**src/source/lsu_types_pkg.sv**
```systemverilog
// Word, mask and address widths are fixed for a 64-bit datapath with 8 byte lanes per word
package lsu_types_pkg;

  // ##################################################
  // Data path widths
  // ##################################################

  // One register-file or memory word
  typedef logic [63:0] xlen_word_t;

  // One write enable per byte lane of a word
  typedef logic [7:0] byte_mask_t;

  // Byte position of an access inside its word
  typedef logic [2:0] lane_offset_t;

  // ##################################################
  // Addressing
  // ##################################################

  // Full byte address as produced by the execute stage
  typedef logic [63:0] mem_addr_t;

endpackage

```
**src/source/mem_op_pkg.sv**
```systemverilog
// Stores reuse the signed load codes for their size; MEM_NONE marks a request without memory access
package mem_op_pkg;

  // ##################################################
  // Operation codes
  // ##################################################

  typedef logic [2:0] mem_op_t;

  localparam mem_op_t MEM_LB   = 3'd0;
  localparam mem_op_t MEM_LBU  = 3'd1;
  localparam mem_op_t MEM_LH   = 3'd2;
  localparam mem_op_t MEM_LHU  = 3'd3;
  localparam mem_op_t MEM_LW   = 3'd4;
  localparam mem_op_t MEM_LWU  = 3'd5;
  localparam mem_op_t MEM_LD   = 3'd6;
  localparam mem_op_t MEM_NONE = 3'd7;

  // ##################################################
  // Access size
  // ##################################################

  // Number of bytes touched by an operation, zero for MEM_NONE
  function automatic logic [3:0] access_bytes(input mem_op_t op);
    logic [3:0] nbytes;
    case (op)
      MEM_LB, MEM_LBU: nbytes = 4'd1;
      MEM_LH, MEM_LHU: nbytes = 4'd2;
      MEM_LW, MEM_LWU: nbytes = 4'd4;
      MEM_LD:          nbytes = 4'd8;
      default:         nbytes = 4'd0;
    endcase
    return nbytes;
  endfunction

endpackage

```
**src/source/load_align.sv**
```systemverilog
// Purely combinational; misaligned loads return the shifted word with zeros above, never a fault
module load_align (
  input  mem_op_pkg::mem_op_t         i_mem_op,
  input  lsu_types_pkg::lane_offset_t i_offset,
  input  lsu_types_pkg::xlen_word_t   i_rdata,
  output lsu_types_pkg::xlen_word_t   o_load_value
);

  lsu_types_pkg::xlen_word_t shifted;

  // ##################################################
  // Lane shift
  // ##################################################

  // Addressed byte moves to lane 0, upper lanes fill with zeros
  assign shifted = i_rdata >> {i_offset, 3'b000};

  // ##################################################
  // Extension
  // ##################################################

  always_comb begin
    case (i_mem_op)
      mem_op_pkg::MEM_LB: begin
        o_load_value = {{56{shifted[7]}}, shifted[7:0]};
      end
      mem_op_pkg::MEM_LBU: begin
        o_load_value = {56'd0, shifted[7:0]};
      end
      mem_op_pkg::MEM_LH: begin
        o_load_value = {{48{shifted[15]}}, shifted[15:0]};
      end
      mem_op_pkg::MEM_LHU: begin
        o_load_value = {48'd0, shifted[15:0]};
      end
      mem_op_pkg::MEM_LW: begin
        o_load_value = {{32{shifted[31]}}, shifted[31:0]};
      end
      mem_op_pkg::MEM_LWU: begin
        o_load_value = {32'd0, shifted[31:0]};
      end
      mem_op_pkg::MEM_LD: begin
        o_load_value = shifted;
      end
      // MEM_NONE reads nothing useful
      default: begin
        o_load_value = '0;
      end
    endcase
  end

endmodule

```
**src/source/lsu.sv**
```systemverilog
// One request per cycle, no back-pressure; addresses wrap modulo RAM_WORDS, a power of two
module lsu #(
  parameter int RAM_WORDS = 512
) (
  input  logic                            i_clk,
  input  logic                            i_rst,
  input  logic                            i_valid,
  input  lsu_types_pkg::mem_addr_t        i_addr,
  input  lsu_types_pkg::xlen_word_t       i_store_data,
  input  lsu_types_pkg::xlen_word_t       i_alu_result,
  input  lsu_types_pkg::xlen_word_t       i_csr_rdata,
  input  mem_op_pkg::mem_op_t             i_mem_op,
  input  logic                            i_mem_to_reg,
  input  logic                            i_wr_en,
  input  logic                            i_rd_en,
  input  logic                            i_sel_csr,
  input  lsu_types_pkg::xlen_word_t       i_ram_rdata,
  output logic                            o_ram_en,
  output logic                            o_ram_we,
  output logic [$clog2(RAM_WORDS)-1:0]    o_ram_index,
  output lsu_types_pkg::byte_mask_t       o_ram_wmask,
  output lsu_types_pkg::xlen_word_t       o_ram_wdata,
  output logic                            o_wb_valid,
  output lsu_types_pkg::xlen_word_t       o_wb_data,
  output logic                            o_store_fault
);

  localparam int IDX_W = $clog2(RAM_WORDS);

  lsu_types_pkg::lane_offset_t offset;
  logic                        st_misaligned;
  logic                        store_go;
  lsu_types_pkg::xlen_word_t   load_value;

  // Request fields held for the writeback cycle
  lsu_types_pkg::lane_offset_t offset_q;
  mem_op_pkg::mem_op_t         mem_op_q;
  logic                        mem_to_reg_q;
  logic                        rd_en_q;
  logic                        sel_csr_q;
  lsu_types_pkg::xlen_word_t   alu_q;
  lsu_types_pkg::xlen_word_t   csr_q;

  assign offset = i_addr[2:0];

  // ##################################################
  // RAM request
  // ##################################################

  store_align u_store_align (
    .i_mem_op     (i_mem_op),
    .i_offset     (offset),
    .i_store_data (i_store_data),
    .o_wmask      (o_ram_wmask),
    .o_wdata      (o_ram_wdata),
    .o_misaligned (st_misaligned)
  );

  assign store_go    = i_valid && i_wr_en && (i_mem_op != mem_op_pkg::MEM_NONE);
  assign o_ram_en    = (i_valid && i_rd_en) || store_go;
  assign o_ram_we    = store_go && !st_misaligned;
  assign o_ram_index = i_addr[3 +: IDX_W];

  // ##################################################
  // Request pipeline
  // ##################################################

  always_ff @(posedge i_clk) begin
    if (i_rst) begin
      o_wb_valid    <= 1'b0;
      o_store_fault <= 1'b0;
    end else begin
      o_wb_valid    <= i_valid;
      o_store_fault <= store_go && st_misaligned;
    end
  end

  always_ff @(posedge i_clk) begin
    offset_q     <= offset;
    mem_op_q     <= i_mem_op;
    mem_to_reg_q <= i_mem_to_reg;
    rd_en_q      <= i_rd_en;
    sel_csr_q    <= i_sel_csr;
    alu_q        <= i_alu_result;
    csr_q        <= i_csr_rdata;
  end

  // ##################################################
  // Writeback
  // ##################################################

  load_align u_load_align (
    .i_mem_op     (mem_op_q),
    .i_offset     (offset_q),
    .i_rdata      (i_ram_rdata),
    .o_load_value (load_value)
  );

  // Without a read the memory path gives zero, as the execute stage expects
  always_comb begin
    if (mem_to_reg_q) begin
      o_wb_data = rd_en_q ? load_value : '0;
    end else if (sel_csr_q) begin
      o_wb_data = csr_q;
    end else begin
      o_wb_data = alu_q;
    end
  end

  assert property (@(posedge i_clk) disable iff (i_rst)
    o_ram_we |-> $countones(o_ram_wmask) == int'(mem_op_pkg::access_bytes(i_mem_op)))
    else $error("lsu: RAM write mask %b does not match the access size", o_ram_wmask);

  assert property (@(posedge i_clk) disable iff (i_rst)
    o_ram_we |-> (o_ram_wmask & ((8'd1 << offset) - 8'd1)) == '0)
    else $error("lsu: RAM write enables a lane below offset %0d", offset);

endmodule

```
**src/source/store_align.sv**
```systemverilog
// Purely combinational; a store whose offset is not a multiple of its size gets an empty mask
module store_align (
  input  mem_op_pkg::mem_op_t       i_mem_op,
  input  lsu_types_pkg::lane_offset_t i_offset,
  input  lsu_types_pkg::xlen_word_t   i_store_data,
  output lsu_types_pkg::byte_mask_t   o_wmask,
  output lsu_types_pkg::xlen_word_t   o_wdata,
  output logic                        o_misaligned
);

  logic [3:0]                size_bytes;
  lsu_types_pkg::byte_mask_t base_mask;
  logic                      offset_bad;

  assign size_bytes = mem_op_pkg::access_bytes(i_mem_op);

  // ##################################################
  // Lane mask
  // ##################################################

  // Mask for an access at lane 0 before it moves up to the offset lane
  always_comb begin
    case (size_bytes)
      4'd1:    base_mask = 8'b0000_0001;
      4'd2:    base_mask = 8'b0000_0011;
      4'd4:    base_mask = 8'b0000_1111;
      4'd8:    base_mask = 8'b1111_1111;
      default: base_mask = 8'b0000_0000;
    endcase
  end

  // The low offset bits covered by the size must all be zero
  always_comb begin
    case (size_bytes)
      4'd2:    offset_bad = i_offset[0];
      4'd4:    offset_bad = |i_offset[1:0];
      4'd8:    offset_bad = |i_offset;
      default: offset_bad = 1'b0;
    endcase
  end

  assign o_misaligned = offset_bad;
  assign o_wmask      = offset_bad ? '0 : (base_mask << i_offset);

  // ##################################################
  // Write data
  // ##################################################

  // Low bytes of the store data land in the lane given by the offset
  assign o_wdata = i_store_data << {i_offset, 3'b000};

endmodule

```
**config.mk**
```make
export PLATFORM = sky130hd
export DESIGN_NAME = lsu
export DESIGN_NICKNAME = d
export VERILOG_FILES = /design/src/source/lsu_types_pkg.sv /design/src/source/mem_op_pkg.sv /design/src/source/load_align.sv /design/src/source/lsu.sv /design/src/source/store_align.sv
export SDC_FILE = /design/constraint.sdc
export NUM_CORES = 1
export LEC_CHECK = 0
export BUFFER_PORTS_ARGS = -buffer_cell sky130_fd_sc_hd__clkbuf_2
export CAP_MARGIN = 20
export CORE_AREA = 2 2 184 186
export CTS_BUF_LIST = sky130_fd_sc_hd__clkbuf_8
export DETAILED_ROUTE_END_ITERATION = 8
export DIE_AREA = 0 0 186 188
export GPL_ROUTABILITY_DRIVEN = 0
export PLACE_DENSITY = 0.52
export SLEW_MARGIN = 20
export SYNTH_ARGS = -nofsm -noshare
export SYNTH_HDL_FRONTEND = slang
export SYNTH_HIERARCHICAL = 1
export SYNTH_SLANG_ARGS = --single-unit
```
**constraint.sdc**
```tcl
create_clock -name i_clk -period 6.15 [get_ports i_clk]
set_input_delay 1.23 -clock i_clk [delete_from_list [all_inputs] [get_ports i_clk]]
set_output_delay 1.23 -clock i_clk [all_outputs]
set_load 0.005 [all_outputs]
```
### Word level (Yosys, flattened, before mapping)

Cells that the tools add are included.

| cells by class | value |
|---|---|
| $add $sub $neg | 0 |
| $mul | 0 |
| divide/modulo/power cells | 0 |
| magnitude comparators | 0 |
| equality and inequality tests | 17 |
| shift operators | 3 |
| mux-type cells | 8 |
| bitwise operators | 0 |
| reduce and logical (&&, ||, !) cells | 14 |

Operators with widths:

| operator | count |
|---|---|
| $pmux W64 S7 | 1 |
| $mux W64 | 3 |
| $shl A64 B6 Y64 | 1 |
| $shr A64 B6 Y64 | 1 |
| $pmux W8 S4 | 1 |
| $eq A3 B3 Y1 const B | 6 |
| $pmux W4 S4 | 1 |
| $eq A3 B2 Y1 const B | 4 |
| $mux W8 | 1 |
| $reduce_or A2 Y1 | 4 |
| $shl A8 B3 Y8 | 1 |
| $eq A3 B1 Y1 const B | 2 |
| $logic_not A3 Y1 | 2 |
| $logic_and A1 B1 Y1 | 5 |
| $eq A4 B1 Y1 const B | 1 |
| $eq A4 B2 Y1 const B | 1 |
| $eq A4 B3 Y1 const B | 1 |
| $eq A4 B4 Y1 const B | 1 |
| $ne A3 B3 Y1 const B | 1 |
| $pmux W1 S3 | 1 |
| $reduce_or A3 Y1 | 1 |
| $logic_not A1 Y1 | 1 |
| $logic_or A1 B1 Y1 | 1 |

| storage, ports and cells | value |
|---|---|
| bits in registers | 139 |
| bits in latches | 0 |
| memory bits (writable) | 0 |
| bits in read-only memories | 0 |
| output and inout port bits | 149 |
| logic and storage cells | 51 |
| memories | 0 |

### Depth between registers and ports, before layout

Gate-level depths: netlist of run 1.

| logic depth | value |
|---|---|
| word-level depth | 7 |
| depth in mapped cells | 11 |
| depth with buffers taken out | 7 |

### Hierarchy

The synthesis of run 1 kept the hierarchy.

By module, submodules not included:

| module | times used | cells each | area each (um2) | sequential area each (um2) |
|---|---|---|---|---|
| lsu | 1 | 306 | 4334.2 | 2782.7 |
| load_align | 1 | 324 | 2127.0 | 0.0 |
| store_align | 1 | 278 | 2122.0 | 0.0 |

### Least setup slack after synthesis of run 1

No wires, ideal clock.

| timing | value |
|---|---|
| kind | input-to-output |
| from | input port i_ram_rdata[47] |
| to | output port o_wb_data[61] |
| data arrival time | 2.555 ns |
| data required time | 4.920 ns |
| slack | 2.365 ns |
| stages on the path | 9 |
| buffers on the path | 2 |
| path through | mux2_4 > a22o_1 > o2111ai_2 > and3_1 > buf_6 > buf_12 > o21ai_2 > nand3_1 > o21ai_0 |

| between the ends | value |
|---|---|
| longest elaborated chain between the ends | 4 |

RTL lines:

| what | RTL line | RTL |
|---|---|---|
| start: declaration | lsu.sv:17 | `input lsu_types_pkg::xlen_word_t i_ram_rdata,` |
| $shr A64 B6 Y64 | load_align.sv:16 | `assign shifted = i_rdata >> {i_offset, 3'b000};` |
| $pmux W64 S7 | load_align.sv:23 | `case (i_mem_op)` |
| named net load_value[61] | lsu.sv:33 | `lsu_types_pkg::xlen_word_t load_value;` |
| $mux W64 | lsu.sv:102 | `o_wb_data = rd_en_q ? load_value : '0;` |
| $mux W64 | lsu.sv:101 | `if (mem_to_reg_q) begin` |
| end: declaration | lsu.sv:24 | `output lsu_types_pkg::xlen_word_t o_wb_data,` |

The timed path passes the listed nets, and every way through them passes these cells.

### Final worst setup path of run 1

| timing | value |
|---|---|
| from | register offset_q[1] |
| to | output port o_wb_data[56] |

| between the ends | value |
|---|---|
| longest elaborated chain between the ends | 4 |

RTL lines:

| what | RTL line | RTL |
|---|---|---|
| start: declaration | lsu.sv:36 | `lsu_types_pkg::lane_offset_t offset_q;` |
| start signal: assignment | lsu.sv:79 | `offset_q <= offset;` |
| $shr A64 B6 Y64 | load_align.sv:16 |  |
| $pmux W64 S7 | load_align.sv:23 |  |
| named net load_value[56] | lsu.sv:33 |  |
| $mux W64 | lsu.sv:102 |  |
| $mux W64 | lsu.sv:101 |  |

The timed path passes the listed nets, and every way through them passes these cells.

==> run summary, run 1 <==
minimum clock period = 4.97 ns
cells after synthesis = 908
Critical Path Max Stage Delay = 0.85 ns
max_cap viols = 0
Clock Power Share = 33.3%
top sig layer = met4
Hold-fix buffers, CTS = 0
metal2 WL = 18.4 mm
status = complete, no violations
Initial Util = 25.9%
#FFs+latches synth = 139
final hold violation count = 0
wire per inst = 20.6 um
syn avg cell area = 9.45 um2
antenna violations before repair = 4
std cell rows = 67
number of gates resized after cts = 0
DRC = 0
Synth Warn # = 6
setup TNS = 0 ns
RSZ-0062 raised after global routing = no
crit-path leading delay family = simple AND/OR/NAND/NOR gates
pin slew with the least headroom to its limit = 1.06 ns
Core ar. = 0.0331 mm2
cell breakdown of the critical path = nand2b_1 > or2_2 > nand4_2 > and3_1 > buf_4 > nand2_1 > o2bb2ai_1 > clkbuf_2
DRT met1 WL = 13.4 mm
Initial DRC Count = 375
clock sinks = 139
ys flop type = dfxtp_1
Worst Path Arrival = 3.74 ns
post-detail-place hpwl = 28.3 mm
Int Pwr = 1.63 mW
vias in the first global route = 8599
area of the mapped netlist = 0.00858 mm2
Die Y = 188 um
clk buf depth = 2
Root Buffer = clkbuf_8
final WL = 35.4 mm
Final Max Slew Viols = 0
global router's overall resource usage = 19.4%
CP bufs+invs = 2
ys async rst share = 0%
postcts setup bufs = 0
Final Cycle Share = 80.8%
headroom to the max-slew limit = 29.6%
Peak Freq = 201 MHz
post-synthesis sequential area ratio = 32.4%
Worst Path Max Fanout = 41
unique cell type count in the Yosys netlist = 58
worst vdd ir = 0.000115 V
Post-synth EDFFs = 0
switching power total = 0.755 mW
Die X = 186 um
critical path class = reg -> out
Fill cells = 3527
Hold Path Class = in -> reg
H-tree depth = 4
Top-Level Pins = 479
die area = 0.0350 mm2
endpoints failing setup = 0
Syn Nets = 1238
total power = 2.38 mW
Vias = 8477
Setup crit end kind = output port
TritonCTS Buffers = 17
Critical Path Start Type = register
TritonRoute pass-1 iters = 7
Sw Share = 31.7%
Worst EP required = 4.92 ns
fraction of layout cells with a size suffix above 1 = 41.9%
Logic pwr share = 25.8%
TritonCTS clock tree = yes
pwr dens = 216 mW/mm2
largest net degree at the start of global routing = 68
IO buf count = 408
Net count, final = 1587
WL met3 = 2.76 mm
Leakage = 5.28 nW
DRT antenna net count = 0
global-route wire length before repair = 51.0 mm
Synth-to-Final Area Change = 28.9%
Critical-path top delay cell = dfxtp_2
Worst-path clk slew = 0.10 ns
number of vias per cell = 4.93
register share of total power = 40.9%
total grt overflow = 0
## cell type report
class                           instances  area (um2)  share of cell area [%]
Antenna cell                            3        7.51                  0.0679
Clock inverter                         15         185                    1.67
Timing Repair Buffer                  424        2180                    19.7
Tap cell                              448         561                    5.07
Inverter                                6        22.5                   0.204
Sequential cell                       139        2790                    25.2
Clock buffer                           17         234                    2.12
Multi-Input combinational cell        669        5080                    45.9
## state kept, by name (all words and copies together) (netlist names)
name	flops
o_store_fault	1
mem_op_q	3
sel_csr_q	1
csr_q	64
offset_q	3
alu_q	64
rd_en_q	1
o_wb_valid	1
mem_to_reg_q	1
## layout by cell type, fill, tap and decap left out, drive strengths merged, types with 3 or more instances in the layout
cell type,n
bufinv,3
a21oi,62
buf,17
and2b,4
nor2,81
nand2,91
inv,10
o22ai,4
o22a,7
mux2,20
or2,3
clkinv,6
a32oi,8
a22oi,10
nor3,6
and2,11
mux4,26
clkbuf,424
o2bb2ai,63
nor2b,17
dfxtp,139
and3,4
nand2b,4
a211oi,19
mux2i,138
a31oi,8
nand3,6
diode,3
o21ai,58
## per-stage QoR
stage | cell area, um2 | worst slack (ns) | utilization (%) | instances | hold slack, ns
after detailed placement | 10600 | 1.20 | 32.1 | 1686 | 1.33
after global placement | 10600 | 1.23 | 32.1 | 1686 | 1.33
after CTS | 11100 | 1.13 | 33.4 | 1718 | 0.811
final | 11100 | 1.18 | 33.4 | 1721 | 0.853
after floorplan | 8580 | 2.36 | - | 908 | 1.26
after global routing | 11100 | 0.908 | 33.4 | 1719 | 0.813
## routing by layer
layer  up-vias  GRT usage (%)
li1       4039              -
met1      3979           21.3
met2       420           36.2
met3        39           4.45
met4         0           6.51
met5         -              0
## cell usage after synthesis (9+ instances only)
master     instances  area share [%]
clkbuf_1          13            0.57
mux4_2            21             5.5
o21ai_1           13            0.76
o21ai_2            9            0.92
buf_6             11             1.4
o2bb2ai_1         52             5.3
o21ai_0           36             2.1
buf_4             19             1.7
buf_1             10            0.44
a21oi_1           62             3.6
mux2i_1          138              16
dfxtp_1          139              32
and2_1            11            0.80
nand2_1           90             3.9
buf_2             29             1.7
a22oi_1            9            0.79
mux2_2            18             2.4
o2bb2ai_2         11             1.9
a211oi_1          19             1.7
nor2b_1           17             1.2
nor2_1            80             3.5
## kinds of logic after synthesis
family                 count (synthesis)  share of synthesized area (%)
AO/OA/AOI/OAI                        251                           21.0
multiplexers                         184                           25.8
flip-flops                           139                           32.4
buffers and inverters                100                           8.45
AND/OR/NAND/NOR                      234                           12.3
## power groups by stage
stage	clock, mW	sequential [mW]	combinational, mW
6_report	0.794	0.975	0.615
5_1_grt	0.851	0.981	0.671
4_1_cts	0.818	0.976	0.621
3_5_place_dp	0	0.997	0.618
3_3_place_gp	0	0.996	0.615
2_1_floorplan	0	0.979	0.371
## path summary, 6_finish.rpt
kind  depth (start not counted)  slack [ns]             start       endpoint
min                           1        0.85  i_alu_result[30]      alu_q[30]
max                           8        1.18       offset_q[1]  o_wb_data[56]
(Power assumes the default switching activity.)
==> inputs of run 2 (changes only) <==
ABC_AREA = 1   (was not set)
CORE_AREA = 2 2 185 187   (was 2 2 184 186)
DIE_AREA = 0 0 187 189   (was 0 0 186 188)
PLACE_DENSITY = 0.56   (was 0.52)
clock period = 4.1 ns   (was 6.15 ns; I/O delays follow)
==> run summary, run 2 <==
status = complete, no violations
DRT antenna net count = 0
setup TNS = 0 ns
total power = 3.52 mW
number of vias per cell = 4.67
total grt overflow = 0
Critical-path top delay cell = inv_2
Die Y = 189 um
ys flop type = dfxtp_1
#FFs+latches synth = 139
fraction of layout cells with a size suffix above 1 = 26.7%
CP bufs+invs = 4
final WL = 39.3 mm
minimum clock period = 3.74 ns
pwr dens = 299 mW/mm2
Top-Level Pins = 479
largest net degree at the start of global routing = 67
Synth Warn # = 6
Final Cycle Share = 91.2%
cells after synthesis = 1600
Post-synth EDFFs = 0
Synth area leader = dfxtp_1
most frequent cells in the layout = nand2_1, clkbuf_2, nand3_1
Design Area, Final = 0.0118 mm2
Worst Path Arrival = 2.92 ns
Fill cells = 3798
clock sinks = 139
final hold violation count = 0
main area contributors after synthesis = dfxtp_1, nand2_1, nand3_1
global-route wire length before repair = 59.6 mm
cell breakdown of the critical path = inv_2 > nand3_1 > nand3_2 > nand2_2 > nand2_4 > nand2_2 > inv_2 > buf_12 > nand2_1 > nand2_1 > nand2_1 > clkbuf_2
DP Cell Count = 2366
post-synthesis sequential area ratio = 29.6%
TritonCTS clock tree = yes
die area = 0.0353 mm2
endpoints failing setup = 0
worst vdd ir = 0.000173 V
Worst EP required = 3.28 ns
crit-path leading delay family = buffers and inverters
global router's overall resource usage = 21.8%
multi-input logic area = 0.00516 mm2
Area after DPL = 0.0114 mm2
Synth top area share = 29.6%
unique cell type count in the Yosys netlist = 36
Worst-path clk slew = 0.10 ns
vias in the first global route = 10800
top flop regs = alu_q (64), csr_q (64)
Int Pwr = 2.29 mW
antenna violations before repair = 6
ys async rst share = 0%
Initial Util = 28.3%
TritonCTS Buffers = 17
Net count, final = 2267
Core ar. = 0.0333 mm2
number of gates resized after cts = 0
Sw Share = 35.0%
Clock Power Share = 31.6%
DRC = 0
fin cells = 2402
Storage cell area = 0.00279 mm2
syn avg cell area = 5.88 um2
Syn Nets = 1930
Hold-fix buffers, CTS = 0
Critical Path Max Stage Delay = 0.44 ns
Critical Path Start Type = register
RSZ-0062 raised after global routing = no
Setup crit end kind = output port
Vias = 11200
postcts setup bufs = 0
Peak Freq = 268 MHz
Fin Hold WS = 0.449 ns
area of the mapped netlist = 0.00941 mm2
switching power total = 1.23 mW
Logic pwr share = 27.4%
Hold Path Class = in -> reg
Die X = 187 um
Leakage = 6.91 nW
most common cell after layout, fill and taps aside = nand2_1
Initial DRC Count = 796
Root Buffer = clkbuf_8
most frequent cell after synthesis = nand2_1
Worst Path Max Fanout = 36
CP most frequent cell = nand2_1
register share of total power = 40.9%
clk buf depth = 2
max_cap viols = 0
headroom to the max-slew limit = 37.6%
std cell rows = 67
wire per inst = 16.4 um
Synth-to-Final Area Change = 25.3%
Final Max Slew Viols = 0
IO buf count = 408
pin slew with the least headroom to its limit = 0.934 ns
commonest cells in the netlist = nand2_1, nand3_1, inv_1
critical path class = reg -> out
H-tree depth = 4
TritonRoute pass-1 iters = 5
post-detail-place hpwl = 30.7 mm
[run 2: power by group through the flow]
stage                     sequential [mW]  clock [mW]  combinational, mW
after CTS                            1.44        1.17              0.969
final                                1.44        1.12              0.967
after global routing                 1.45        1.22               1.08
after floorplan                      1.47           0              0.589
after detailed placement             1.48           0              0.964
after global placement               1.47           0              0.959
[run 2: layer usage]
metal / track usage [%] / wire, um
met5: 0 / 21
met4: 10.8 / 1550
met3: 4.65 / 2720
met2: 39.3 / 19700
met1: 24.3 / 15300
[run 2: area by class of cell]
class | count | share of cell area, %
clock buffer | 17 | 1.99
tap | 448 | 4.76
multi-input combinational | 1176 | 43.8
antenna | 4 | 0.0850
inverter | 173 | 5.56
timing repair buffer | 430 | 18.8
clock inverter | 15 | 1.33
sequential | 139 | 23.6
[run 2: final timing paths]
kind | start | end | slack, ns | cells past startpoint
worst max-delay path | offset_q[1] | o_wb_data[60] | 0.36 | 12
worst min-delay path | i_csr_rdata[14] | csr_q[14] | 0.45 | 1
[run 2: kinds of logic after synthesis]
logic type | after synthesis | share of synthesized area (%)
buffers and inverters | 285 | 15.6
AO/OA/AOI/OAI | 169 | 10.0
AND/OR/NAND/NOR | 1007 | 44.8
flip-flops | 139 | 29.6
[run 2: through the flow]
stage / util [%] / worst slack, ns
2_1_floorplan: - / 1.53
3_3_place_gp: 34.2 / 0.786
3_5_place_dp: 34.2 / 0.759
4_1_cts: 35.4 / 0.326
5_1_grt: 35.4 / 0.114
6_report: 35.4 / 0.362
==> inputs of run 3 (changes only) <==
CELL_PAD_IN_SITES_DETAIL_PLACEMENT = 0   (was not set)
CELL_PAD_IN_SITES_GLOBAL_PLACEMENT = 1   (was not set)
CORE_AREA = not set   (was 2 2 185 187)
CORE_MARGIN = 1.5   (was not set)
CORE_UTILIZATION = 28   (was not set)
DIE_AREA = not set   (was 0 0 187 189)
PLACE_DENSITY = 0.82   (was 0.56)
RECOVER_POWER = 50   (was not set)
==> run summary, run 3 (synthesis gave the netlist of run 2 again) <==
Worst Path Max Fanout = 26
grt met1 use = 24.1%
RSZ-0062 raised after global routing = no
vias in the first global route = 10700
fraction of layout cells with a size suffix above 1 = 26.1%
Critical Path Start Type = input pin
total grt overflow = 0
Final Max Slew Viols = 0
number of gates resized after cts = 0
Critical Path Max Stage Delay = 0.96 ns
setup TNS = 0 ns
pin slew with the least headroom to its limit = 1.32 ns
minimum clock period = 3.69 ns
Die Y = 186 um
wire per inst = 16.4 um
cell breakdown of the critical path = clkbuf_2 > clkbuf_1 > nor2_2 > inv_2 > o21ai_1 > a21oi_1 > clkbuf_2
antenna violations before repair = 3
TritonCTS Buffers = 17
Leakage = 6.89 nW
DRC = 0
global router's overall resource usage = 21.9%
worst hold stages = 1
final WL = 39.2 mm
Vias = 11100
Core ar. = 0.0328 mm2
Root Buffer = clkbuf_8
IO buf count = 408
worst vdd ir = 0.000152 V
Setup crit end kind = output port
DRT antenna net count = 0
Worst EP required = 3.28 ns
Peak Freq = 271 MHz
status = complete, no violations
Net count, final = 2266
die area = 0.0347 mm2
postcts setup bufs = 0
most used routing layer = met2
number of vias per cell = 4.66
largest net degree at the start of global routing = 67
TritonCTS clock tree = yes
most common cell after layout, fill and taps aside = nand2_1
Worst-path clk slew = 0.10 ns
std cell rows = 66
pwr dens = 301 mW/mm2
global-route wire length before repair = 58.1 mm
clk buf depth = 2
CP most frequent cell = clkbuf_2
Initial Util = 28.7%
top flop regs = alu_q (64), csr_q (64)
Synth-to-Final Area Change = 24.9%
final hold violation count = 0
headroom to the max-slew limit = 11.9%
Worst Path Arrival = 2.87 ns
Critical-path top delay cell = clkbuf_1
Top-Level Pins = 479
critical path class = in -> out
H-tree depth = 4
Initial DRC Count = 668
Final Util = 35.8%
GR Util met3 = 4.61%
most frequent cells in the layout = nand2_1, clkbuf_2, nand3_1
Final Cycle Share = 90.0%
post-detail-place hpwl = 31.1 mm
TritonRoute pass-1 iters = 7
Hold Path Class = in -> reg
clock sinks = 139
met2 Usage GRT = 41.3%
max_cap viols = 0
Hold-fix buffers, CTS = 0
endpoints failing setup = 0
Die X = 186 um
==> run 3: per-stage QoR <==
stage          power [mW]  hold WS (ns)  worst slack, ns  instance area (um2)  std cells
6_report             3.54         0.443            0.412                11700       2393
5_1_grt              3.76         0.418            0.133                11700       2391
4_1_cts              3.58         0.410            0.430                11800       2391
3_5_place_dp         2.45         0.924            0.844                11400       2359
3_3_place_gp         2.45         0.924            0.859                11400       2359
2_1_floorplan        2.06         0.848             1.53                 9410       1600
==> run 3: path summary, 6_finish.rpt <==
kind / startpoint / endpoint
worst max-delay path: i_addr[2] / o_ram_wdata[61]
worst min-delay path: i_alu_result[14] / alu_q[14]
==> run 3: area by class of cell <==
class / count / area [um2]
antenna: 2 / 5.00
clock buffer: 18 / 248
clock inverter: 14 / 134
fill: 3740 / 21000
inverter: 173 / 657
multi-input combinational: 1176 / 5160
sequential: 139 / 2790
tap: 442 / 553
timing repair buffer: 429 / 2200
==> run 3: per-layer routing <==
metal | part of all wire (%) | routed length [um] | up-vias
li1 | - | - | 5613
met1 | 39 | 15100 | 5012
met2 | 51 | 20100 | 457
met3 | 7.6 | 2970 | 57
met4 | 2.6 | 1040 | 2
met5 | 0.033 | 13 | -
==> run 3: critical path: cells and delay by family <==
kind / cells / cell delay (ns)
AOI/OAI and AO/OA: 2 / 0.31
buffers and inverters: 4 / 1.51
and+or+nand+nor: 1 / 0.21
==> run 3: report_power, final <==
| group | internal [mW] | switching [mW] |
|---|---|---|
| logic | 0.370 | 0.604 |
| clock network | 0.507 | 0.613 |
| registers | 1.42 | 0.0235 |
| total | 2.30 | 1.24 |
